## src/include/vlsu_settings.svh

```systemverilog
// Sizes of the vector load/store unit, fixed at build time
// VLSU_ROB_DEPTH may not exceed 2**$bits(rob_id_t) and sets the number of
// elements in flight at once

`ifndef VLSU_SETTINGS_SVH
`define VLSU_SETTINGS_SVH

// Number of architectural vector registers
`define VLSU_NR_VREGS 8

// Elements of 32 bits per vector register
`define VLSU_VLMAX 8

// Outstanding elements held in the reorder buffer
`define VLSU_ROB_DEPTH 4

`endif
```

## src/hw/vlsu_pkg.sv

```systemverilog
// Types shared by the vector load/store unit and its register file
// Elements are 32 bits and all addresses are assumed word aligned

`include "vlsu_settings.svh"

package vlsu_pkg;

  typedef logic [31:0]                          elem_t;
  typedef logic [31:0]                          addr_t;
  typedef logic signed [31:0]                   stride_t;
  typedef logic [$clog2(`VLSU_NR_VREGS)-1:0]    vreg_idx_t;
  typedef logic [$clog2(`VLSU_VLMAX + 1)-1:0]   vl_t;
  typedef logic [$clog2(`VLSU_VLMAX)-1:0]       elem_idx_t;
  typedef logic [$bits(vreg_idx_t)+$bits(elem_idx_t)-1:0] vrf_addr_t;
  typedef logic [$clog2(`VLSU_ROB_DEPTH)-1:0]   rob_id_t;

  // Vector memory operations
  typedef enum logic [1:0] {
    LSU_VLE  = 2'd0,
    LSU_VSE  = 2'd1,
    LSU_VLSE = 2'd2,
    LSU_VSSE = 2'd3
  } lsu_op_e;

  // Stride is ignored by the unit-stride operations
  typedef struct packed {
    lsu_op_e   op;
    vreg_idx_t vd;
    addr_t     base;
    stride_t   stride;
    vl_t       vl;
  } lsu_req_t;

  typedef struct packed {
    vreg_idx_t vd;
    logic      is_load;
  } lsu_rsp_t;

  typedef struct packed {
    rob_id_t id;
    addr_t   addr;
    logic    we;
    elem_t   wdata;
  } mem_req_t;

  typedef struct packed {
    rob_id_t id;
    elem_t   rdata;
  } mem_result_t;

  typedef struct packed {
    vrf_addr_t waddr;
    elem_t     wdata;
  } vrf_wr_t;

  function automatic logic lsu_is_load(lsu_op_e op);
    return (op == LSU_VLE) || (op == LSU_VLSE);
  endfunction

endpackage

```

## src/hw/vlsu_top.sv

```systemverilog
// Load/store unit with its local vector register file
// Loaded data is observable only by storing it back out to memory

`timescale 1ns/1ps

module vlsu_top (
  input  logic                  clk_i,
  input  logic                  rst_i,
  // Instruction request
  input  vlsu_pkg::lsu_req_t    lsu_req_i,
  input  logic                  req_valid_i,
  output logic                  req_ready_o,
  // Completion
  output logic                  rsp_valid_o,
  output vlsu_pkg::lsu_rsp_t    rsp_o,
  // Memory request
  output logic                  mem_valid_o,
  input  logic                  mem_ready_i,
  output vlsu_pkg::mem_req_t    mem_req_o,
  // Memory result
  input  logic                  mem_result_valid_i,
  input  vlsu_pkg::mem_result_t mem_result_i
);
  import vlsu_pkg::*;

  // Register file ports
  logic      vrf_re;
  vrf_addr_t vrf_raddr;
  elem_t     vrf_rdata;
  logic      vrf_rvalid;
  logic      vrf_we;
  vrf_wr_t   vrf_wr;

  vlsu u_vlsu (
    .clk_i             (clk_i),
    .rst_i             (rst_i),
    .req_i             (lsu_req_i),
    .req_valid_i       (req_valid_i),
    .req_ready_o       (req_ready_o),
    .rsp_valid_o       (rsp_valid_o),
    .rsp_o             (rsp_o),
    .mem_valid_o       (mem_valid_o),
    .mem_ready_i       (mem_ready_i),
    .mem_req_o         (mem_req_o),
    .mem_result_valid_i(mem_result_valid_i),
    .mem_result_i      (mem_result_i),
    .vrf_re_o          (vrf_re),
    .vrf_raddr_o       (vrf_raddr),
    .vrf_rdata_i       (vrf_rdata),
    .vrf_rvalid_i      (vrf_rvalid),
    .vrf_we_o          (vrf_we),
    .vrf_wr_o          (vrf_wr)
  );

  vlsu_vrf u_vrf (
    .clk_i   (clk_i),
    .rst_i   (rst_i),
    .re_i    (vrf_re),
    .raddr_i (vrf_raddr),
    .rdata_o (vrf_rdata),
    .rvalid_o(vrf_rvalid),
    .we_i    (vrf_we),
    .wr_i    (vrf_wr)
  );

endmodule

```

## src/hw/vlsu_vrf.sv

```systemverilog
// One read port and one write port; read data follows one cycle after re_i
// A read and a write to the same word in one cycle returns the old word
// Contents come up undefined after reset

`timescale 1ns/1ps
`include "vlsu_settings.svh"

module vlsu_vrf (
  input  logic                clk_i,
  input  logic                rst_i,
  // Read port
  input  logic                re_i,
  input  vlsu_pkg::vrf_addr_t raddr_i,
  output vlsu_pkg::elem_t     rdata_o,
  output logic                rvalid_o,
  // Write port
  input  logic                we_i,
  input  vlsu_pkg::vrf_wr_t   wr_i
);
  import vlsu_pkg::*;

  localparam int unsigned Words = `VLSU_NR_VREGS * `VLSU_VLMAX;

  elem_t regs_q [Words];

  ////////////////////////////////////////////////////////////
  // Storage
  ////////////////////////////////////////////////////////////

  always_ff @(posedge clk_i) begin
    if (we_i) begin
      regs_q[wr_i.waddr] <= wr_i.wdata;
    end
  end

  // Registered read data
  always_ff @(posedge clk_i) begin
    if (re_i) begin
      rdata_o <= regs_q[raddr_i];
    end
  end

  // Valid flag
  always_ff @(posedge clk_i) begin
    if (rst_i) begin
      rvalid_o <= 1'b0;
    end else begin
      rvalid_o <= re_i;
    end
  end

endmodule

```

## src/hw/vlsu.sv

```systemverilog
// Handles one vector memory instruction at a time over a single memory port
// Load results may return in any order; the reorder buffer restores it
// Addresses are assumed word aligned and no exceptions are raised

`timescale 1ns/1ps
`include "vlsu_settings.svh"

module vlsu (
  input  logic                  clk_i,
  input  logic                  rst_i,
  // Instruction request
  input  vlsu_pkg::lsu_req_t    req_i,
  input  logic                  req_valid_i,
  output logic                  req_ready_o,
  // Completion
  output logic                  rsp_valid_o,
  output vlsu_pkg::lsu_rsp_t    rsp_o,
  // Memory request
  output logic                  mem_valid_o,
  input  logic                  mem_ready_i,
  output vlsu_pkg::mem_req_t    mem_req_o,
  // Memory result, loads only
  input  logic                  mem_result_valid_i,
  input  vlsu_pkg::mem_result_t mem_result_i,
  // Register file
  output logic                  vrf_re_o,
  output vlsu_pkg::vrf_addr_t   vrf_raddr_o,
  input  vlsu_pkg::elem_t       vrf_rdata_i,
  input  logic                  vrf_rvalid_i,
  output logic                  vrf_we_o,
  output vlsu_pkg::vrf_wr_t     vrf_wr_o
);
  import vlsu_pkg::*;

  typedef enum logic [1:0] {
    IDLE,
    RUN,
    DONE
  } state_e;

  state_e    state_q, state_d;
  lsu_req_t  req_q;
  vl_t       issue_q;
  vl_t       retire_q;
  rob_id_t   rd_id_q;

  logic      is_load;
  logic      running;
  logic      accept;
  logic      issue_left;
  logic      retire_last;
  logic      issue_fire;
  logic      retire_fire;
  logic      ld_issue;
  logic      st_send;

  // Reorder buffer
  rob_id_t   rob_tail_id;
  logic      rob_push;
  rob_id_t   rob_push_id;
  elem_t     rob_push_data;
  logic      rob_head_valid;
  elem_t     rob_head_data;
  logic      rob_full;
  logic      rob_empty;

  // Address generation
  addr_t     issue_mem_addr;
  vrf_addr_t issue_vrf_addr;
  addr_t     retire_mem_addr;
  vrf_addr_t retire_vrf_addr;

  assign is_load     = lsu_is_load(req_q.op);
  assign running     = (state_q == RUN);
  assign req_ready_o = (state_q == IDLE) && rob_empty;
  assign accept      = req_valid_i && req_ready_o;
  assign issue_left  = (issue_q < req_q.vl);
  assign retire_last = (vl_t'(retire_q + 1'b1) == req_q.vl);

  ////////////////////////////////////////////////////////////
  // Issue and retire control
  ////////////////////////////////////////////////////////////

  // Load: one memory request per element, each reserving an id
  assign ld_issue = running && is_load && issue_left && !rob_full;
  // Store: head of the buffer goes out as a write
  assign st_send  = running && !is_load && rob_head_valid;

  assign mem_valid_o = ld_issue || st_send;
  assign vrf_re_o    = running && !is_load && issue_left && !rob_full;
  assign vrf_we_o    = running && is_load && rob_head_valid;

  assign issue_fire  = is_load ? (ld_issue && mem_ready_i) : vrf_re_o;
  assign retire_fire = is_load ? vrf_we_o : (st_send && mem_ready_i);

  // Buffer is fed by memory results or by register reads
  assign rob_push      = is_load ? mem_result_valid_i : vrf_rvalid_i;
  assign rob_push_id   = is_load ? mem_result_i.id : rd_id_q;
  assign rob_push_data = is_load ? mem_result_i.rdata : vrf_rdata_i;

  vlsu_reorder_buffer #(
    .Depth(`VLSU_ROB_DEPTH)
  ) u_rob (
    .clk_i       (clk_i),
    .rst_i       (rst_i),
    .id_req_i    (issue_fire),
    .id_o        (rob_tail_id),
    .push_i      (rob_push),
    .push_id_i   (rob_push_id),
    .push_data_i (rob_push_data),
    .pop_i       (retire_fire),
    .head_valid_o(rob_head_valid),
    .head_data_o (rob_head_data),
    .full_o      (rob_full),
    .empty_o     (rob_empty)
  );

  // Issue side addresses the memory for loads, the register file for stores
  vlsu_addr_gen u_addr_issue (
    .req_i     (req_q),
    .elem_i    (elem_idx_t'(issue_q)),
    .mem_addr_o(issue_mem_addr),
    .vrf_addr_o(issue_vrf_addr)
  );

  vlsu_addr_gen u_addr_retire (
    .req_i     (req_q),
    .elem_i    (elem_idx_t'(retire_q)),
    .mem_addr_o(retire_mem_addr),
    .vrf_addr_o(retire_vrf_addr)
  );

  always_comb begin
    mem_req_o.id    = is_load ? rob_tail_id : '0;
    mem_req_o.addr  = is_load ? issue_mem_addr : retire_mem_addr;
    mem_req_o.we    = !is_load;
    mem_req_o.wdata = is_load ? '0 : rob_head_data;
  end

  assign vrf_raddr_o    = issue_vrf_addr;
  assign vrf_wr_o.waddr = retire_vrf_addr;
  assign vrf_wr_o.wdata = rob_head_data;

  assign rsp_valid_o   = (state_q == DONE);
  assign rsp_o.vd      = req_q.vd;
  assign rsp_o.is_load = is_load;

  ////////////////////////////////////////////////////////////
  // Instruction FSM and counters
  ////////////////////////////////////////////////////////////

  always_comb begin
    state_d = state_q;
    case (state_q)
      IDLE: begin
        if (accept) begin
          state_d = (req_i.vl == '0) ? DONE : RUN;
        end
      end
      RUN: begin
        if (retire_fire && retire_last) begin
          state_d = DONE;
        end
      end
      DONE:    state_d = IDLE;
      default: state_d = IDLE;
    endcase
  end

  always_ff @(posedge clk_i) begin
    if (rst_i) begin
      state_q  <= IDLE;
      issue_q  <= '0;
      retire_q <= '0;
    end else begin
      state_q <= state_d;
      if (accept) begin
        issue_q  <= '0;
        retire_q <= '0;
      end else begin
        if (issue_fire) begin
          issue_q <= issue_q + 1'b1;
        end
        if (retire_fire) begin
          retire_q <= retire_q + 1'b1;
        end
      end
    end
  end

  // Instruction and the id of the register read in flight
  always_ff @(posedge clk_i) begin
    if (accept) begin
      req_q <= req_i;
    end
    if (vrf_re_o) begin
      rd_id_q <= rob_tail_id;
    end
  end

endmodule

```

## src/hw/vlsu_addr_gen.sv

```systemverilog
// Purely combinational; the memory address wraps modulo 2**32
// Strided forms take a signed byte stride, unit-stride forms step by 4

`timescale 1ns/1ps

module vlsu_addr_gen (
  input  vlsu_pkg::lsu_req_t  req_i,
  input  vlsu_pkg::elem_idx_t elem_i,
  output vlsu_pkg::addr_t     mem_addr_o,
  output vlsu_pkg::vrf_addr_t vrf_addr_o
);
  import vlsu_pkg::*;

  stride_t offset;

  always_comb begin
    if (req_i.op == LSU_VLSE || req_i.op == LSU_VSSE) begin
      // Element index is never negative
      offset = $signed({1'b0, elem_i}) * $signed(req_i.stride);
    end else begin
      offset = stride_t'(elem_i) << 2;
    end
    mem_addr_o = req_i.base + addr_t'(offset);
  end

  // Word address in the register file is {register, element}
  assign vrf_addr_o = {req_i.vd, elem_i};

endmodule

```

## src/hw/vlsu_reorder_buffer.sv

```systemverilog
// Ids are handed out in circular order; data may arrive for any id
// Pushing to an id that was never requested, or twice, corrupts the order
// Depth may not exceed 2**$bits(rob_id_t)

`timescale 1ns/1ps
`include "vlsu_settings.svh"

module vlsu_reorder_buffer #(
  parameter int unsigned Depth = `VLSU_ROB_DEPTH
) (
  input  logic              clk_i,
  input  logic              rst_i,
  // Id allocation
  input  logic              id_req_i,
  output vlsu_pkg::rob_id_t id_o,
  // Write side, any order
  input  logic              push_i,
  input  vlsu_pkg::rob_id_t push_id_i,
  input  vlsu_pkg::elem_t   push_data_i,
  // Read side, allocation order
  input  logic              pop_i,
  output logic              head_valid_o,
  output vlsu_pkg::elem_t   head_data_o,
  output logic              full_o,
  output logic              empty_o
);
  import vlsu_pkg::*;

  localparam int unsigned CntW = $clog2(Depth + 1);

  elem_t            data_q [Depth];
  logic [Depth-1:0] valid_q;
  rob_id_t          head_q;
  rob_id_t          tail_q;
  logic [CntW-1:0]  count_q;

  // Circular increment, also for depths that are not a power of two
  function automatic rob_id_t next_id(rob_id_t id);
    return (id == rob_id_t'(Depth - 1)) ? '0 : rob_id_t'(id + 1'b1);
  endfunction

  assign id_o         = tail_q;
  assign head_valid_o = valid_q[head_q];
  assign head_data_o  = data_q[head_q];
  assign full_o       = (count_q == CntW'(Depth));
  assign empty_o      = (count_q == '0);

  ////////////////////////////////////////////////////////////
  // Pointers, slot flags and occupancy
  ////////////////////////////////////////////////////////////

  always_ff @(posedge clk_i) begin
    if (rst_i) begin
      head_q  <= '0;
      tail_q  <= '0;
      count_q <= '0;
      valid_q <= '0;
    end else begin
      if (id_req_i) begin
        tail_q <= next_id(tail_q);
      end
      if (pop_i) begin
        head_q          <= next_id(head_q);
        valid_q[head_q] <= 1'b0;
      end
      // A push never targets the slot being popped
      if (push_i) begin
        valid_q[push_id_i] <= 1'b1;
      end
      if (id_req_i && !pop_i) begin
        count_q <= count_q + 1'b1;
      end else if (!id_req_i && pop_i) begin
        count_q <= count_q - 1'b1;
      end
    end
  end

  // Element storage
  always_ff @(posedge clk_i) begin
    if (push_i) begin
      data_q[push_id_i] <= push_data_i;
    end
  end

endmodule

```

## config.mk

```make
export PLATFORM = sky130hd
export DESIGN_NAME = vlsu_top
export DESIGN_NICKNAME = d
export VERILOG_FILES = /design/src/hw/vlsu_pkg.sv /design/src/hw/vlsu_top.sv /design/src/hw/vlsu_vrf.sv /design/src/hw/vlsu.sv /design/src/hw/vlsu_addr_gen.sv /design/src/hw/vlsu_reorder_buffer.sv
export VERILOG_INCLUDE_DIRS = /design/src /design/src/include
export SDC_FILE = /design/constraint.sdc
export NUM_CORES = 2
export LEC_CHECK = 0
export BUFFER_PORTS_ARGS = -buffer_cell sky130_fd_sc_hd__buf_2
export CAP_MARGIN = 20
export CORE_ASPECT_RATIO = 0.9
export CORE_MARGIN = 3
export CORE_UTILIZATION = 30
export CTS_BUF_LIST = sky130_fd_sc_hd__clkbuf_4 sky130_fd_sc_hd__clkbuf_8 sky130_fd_sc_hd__clkbuf_16
export DETAILED_ROUTE_END_ITERATION = 12
export MAX_ROUTING_LAYER = met4
export RECOVER_POWER = 50
export SLEW_MARGIN = 10
export SYNTH_ARGS = -nofsm -noshare
export SYNTH_HDL_FRONTEND = slang
export SYNTH_SLANG_ARGS = --single-unit
```

## constraint.sdc

```tcl
create_clock -name clk_i -period 12.2 [get_ports clk_i]
set_input_delay 0.61 -clock clk_i [delete_from_list [all_inputs] [get_ports clk_i]]
set_output_delay 0.61 -clock clk_i [all_outputs]
set_load 0.005 [all_outputs]
```

==> results.py <==
metrics = {
    "worst_setup_path": {
        "slowest_delay_ns": 0.77,
        "crit_start": "u_vlsu.retire_q[2]",
        "r2r-start": "u_vlsu.issue_q[0]",
        "slowest_stage": "a2111oi_0",
        "worst-setup-path-type": "flip-flop to primary output",
        "cp_num_buf_inv": 4,
        "critPathMaxFanout": 34,
        "cp.arrival_ns": 7.20,
        "critical_path.endpoint_type": "primary output",
        "cp.required_ns": 11.59,
        "start_kind": "flip-flop",
        "crit_top_cell": "a21oi_1",
        "crit_family": "compound AO/OA/AOI/OAI gates",
    },
    "cells_and_area": {
        "final_cell_mix": "edfxtp_1, mux4_2, inv_1",
        "finalInstanceArea_mm2": 0.111,
        "area_growth_pct": 14.8,
        "layout.nets": 5626,
        "final_common_cell": "edfxtp_1",
        "drive_gt1_frac": 0.243,
    },
    "sta": {
        "hold_slack_ns": 0.0948,
        "rsz0062_at_grt": "no",
        "finalSetupTns_ns": 0,
        "fin_crit_sh": 0.640,
        "fin_crit_ns": 7.81,
        "skew_ns": 0.0944,
        "worst_pin_slew_ns": 3.35,
        "fmax_mhz": 128,
        "relSlewSlack": -1.23,
        "hold_violations": 0,
        "slew_viol_final": 1915,
        "setup_viol": 0,
    },
    "status": {
        "status": "finished with violations",
        "violations": "DRC, capacitance limit, slew limit",
    },
    "routing": {
        "first_pass_iters": 10,
        "drcViolationCount": 2,
        "via_count": 49000,
        "routed_wl_mm": 249,
        "viasPerCell": 5.05,
        "postRouteAntennaNets": 0,
        "drt-initial-drc-count": 5602,
        "wire_per_inst_um": 25.6,
    },
    "global_routing": {
        "grt_pass1_wl_mm": 359,
        "grt_pass1_vias": 49700,
        "track_usage": 0.153,
        "grt_antenna_before_repair": 13,
        "grt_max_degree": 121,
        "grt-ovfl-total": 0,
    },
    "floorplan": {
        "die_area_mm2": 0.328,
        "start_util": 0.303,
        "core.rowCount": 196,
        "io_pins": 186,
        "die_h_um": 544,
        "core_area_mm2": 0.318,
        "chipWidth_um": 603,
    },
    "worst_hold_path": {
        "worstHoldPathType": "input port to flip-flop",
        "hold_start": "mem_result_i[12]",
    },
    "clock_tree": {
        "ctsHoldBuffers": 72,
        "numCtsBuffers": 216,
        "ctsResizeCount": 0,
        "clk_latency_ns": 0.89,
        "clockBufferDepth": 4,
        "postCtsSetupRepairBufs": 0,
        "path_clk_slew_ns": 0.06,
        "cts_htree_levels": 4,
        "cts_tree": "done",
        "clock-root-buffer": "clkbuf_16",
        "clock_sinks": 2307,
    },
    "yosys": {
        "yosysUniqueCellTypes": 74,
        "synth_area_mm2": 0.0964,
        "syn_nets": 5234,
        "synthArstFlopShare": 0,
        "ys.flop_type": "edfxtp_1",
        "syn_inst": 4897,
        "yosysWarnings": 0,
        "synth_edf_count": 2283,
        "avgSynthCellArea_um2": 19.7,
        "synth-seq-area-share": 0.716,
        "synth-seq-cells": 2307,
    },
    "placed_design": {
        "portBuffers": 185,
        "gp_congestion": 0.834,
        "post_dp_cell_area_mm2": 0.103,
        "place_hpwl_mm": 143,
    },
    "power_and_ir_drop": {
        "p_leak_nw": 35.1,
        "vdd_drop_max_v": 0.000121,
        "power_density_mw_per_mm2": 173,
    },
    "flow_run": {
        "maxCapViolCount": 33,
    },
}
[cells in the mapped netlist (10+ instances only)]
library cell | instances | area (um2)
a211oi_1 | 10 | 75.1
a21o_1 | 39 | 293
a21oi_1 | 108 | 541
and2_1 | 167 | 1040
and3_1 | 13 | 81.3
buf_1 | 29 | 109
buf_2 | 56 | 280
buf_4 | 21 | 158
clkbuf_1 | 120 | 450
dfxtp_1 | 24 | 480
edfxtp_1 | 2283 | 68600
fa_1 | 60 | 1200
ha_1 | 165 | 2060
inv_1 | 247 | 927
mux2_2 | 42 | 473
mux2i_1 | 149 | 1490
mux4_2 | 610 | 13700
nand2_1 | 160 | 601
nand2b_1 | 14 | 87.6
nand3_1 | 28 | 140
nor2_1 | 139 | 522
nor2b_1 | 29 | 181
nor3_1 | 18 | 90.1
o21a_1 | 15 | 113
o21ai_0 | 49 | 245
o21bai_1 | 11 | 82.6
o22ai_1 | 69 | 432
xnor2_1 | 55 | 482
xor2_1 | 37 | 324
[flip-flops by register name, indices dropped and copies added, names as in the netlist, named ones only]
register	cells
u_vlsu.rd_id_q	2
u_vlsu.req_q	70
u_vlsu.u_rob.count_q	3
u_vlsu.issue_q	4
u_vlsu.rsp_o	3
u_vrf.rdata_o	32
u_vrf.rvalid_o	1
u_vlsu.state_q	2
u_vlsu.u_rob.valid_q	4
u_vlsu.retire_q	4
u_vrf.regs_q	2048
u_vlsu.u_rob.id_o	2
u_vlsu.u_rob.head_q	2
u_vlsu.u_rob.data_q	128
[metal layers]
metal / track usage / share of wire / up-vias
li1: - / - / 20500
met1: 0.212 / 0.44 / 26300
met2: 0.243 / 0.48 / 1892
met3: 0.0205 / 0.065 / 324
met4: 0.0293 / 0.020 / 0
met5: - / 0 / -
[logic make-up after synthesis]
group                    synth area share
multiplexers                        0.163
adder cells (fa/ha/maj)            0.0339
flip-flops                          0.716
AO/OA/AOI/OAI                      0.0265
XOR/XNOR                          0.00836
buffers and inverters              0.0209
AND/OR/NAND/NOR                    0.0310
[cell type report]
class                      count  area (um2)
tap                         4257        5330
fill                       29600      208000
clock buffer                 262        5790
multi-input combinational   2108       25800
clock inverter               116         966
sequential                  2307       69000
antenna                        3        7.51
timing repair buffer         407        2710
inverter                     249         935
[per-stage QoR]
stage               worst slack (ns)  power, mW  instances   util
global placement                5.38       12.7       9249  0.324
global route                    3.85       19.8       9707  0.348
finish                          4.39       19.1       9709  0.348
CTS                             4.39       19.3       9701  0.348
floorplan                       5.36       11.5       4897      -
detailed placement              5.29       12.8       9251  0.324
[power breakdown]
| group | switching (mW) | internal, mW |
|---|---|---|
| Clock | 2.89 | 3.66 |
| Sequential | 0.178 | 9.15 |
| Combinational | 1.96 | 1.28 |
[worst paths after layout]
check	endpoint	slack (ns)	cells past startpoint
max	mem_req_o[58]	4.39	28
min	u_vlsu.u_rob.data_q[1][12]	0.09	2
max reg2reg	u_vrf.rdata_o[30]	5.84	9
min reg2reg	u_vlsu.rd_id_q[1]	0.48	0
Note: power is estimated with default switching activity, not from simulation.
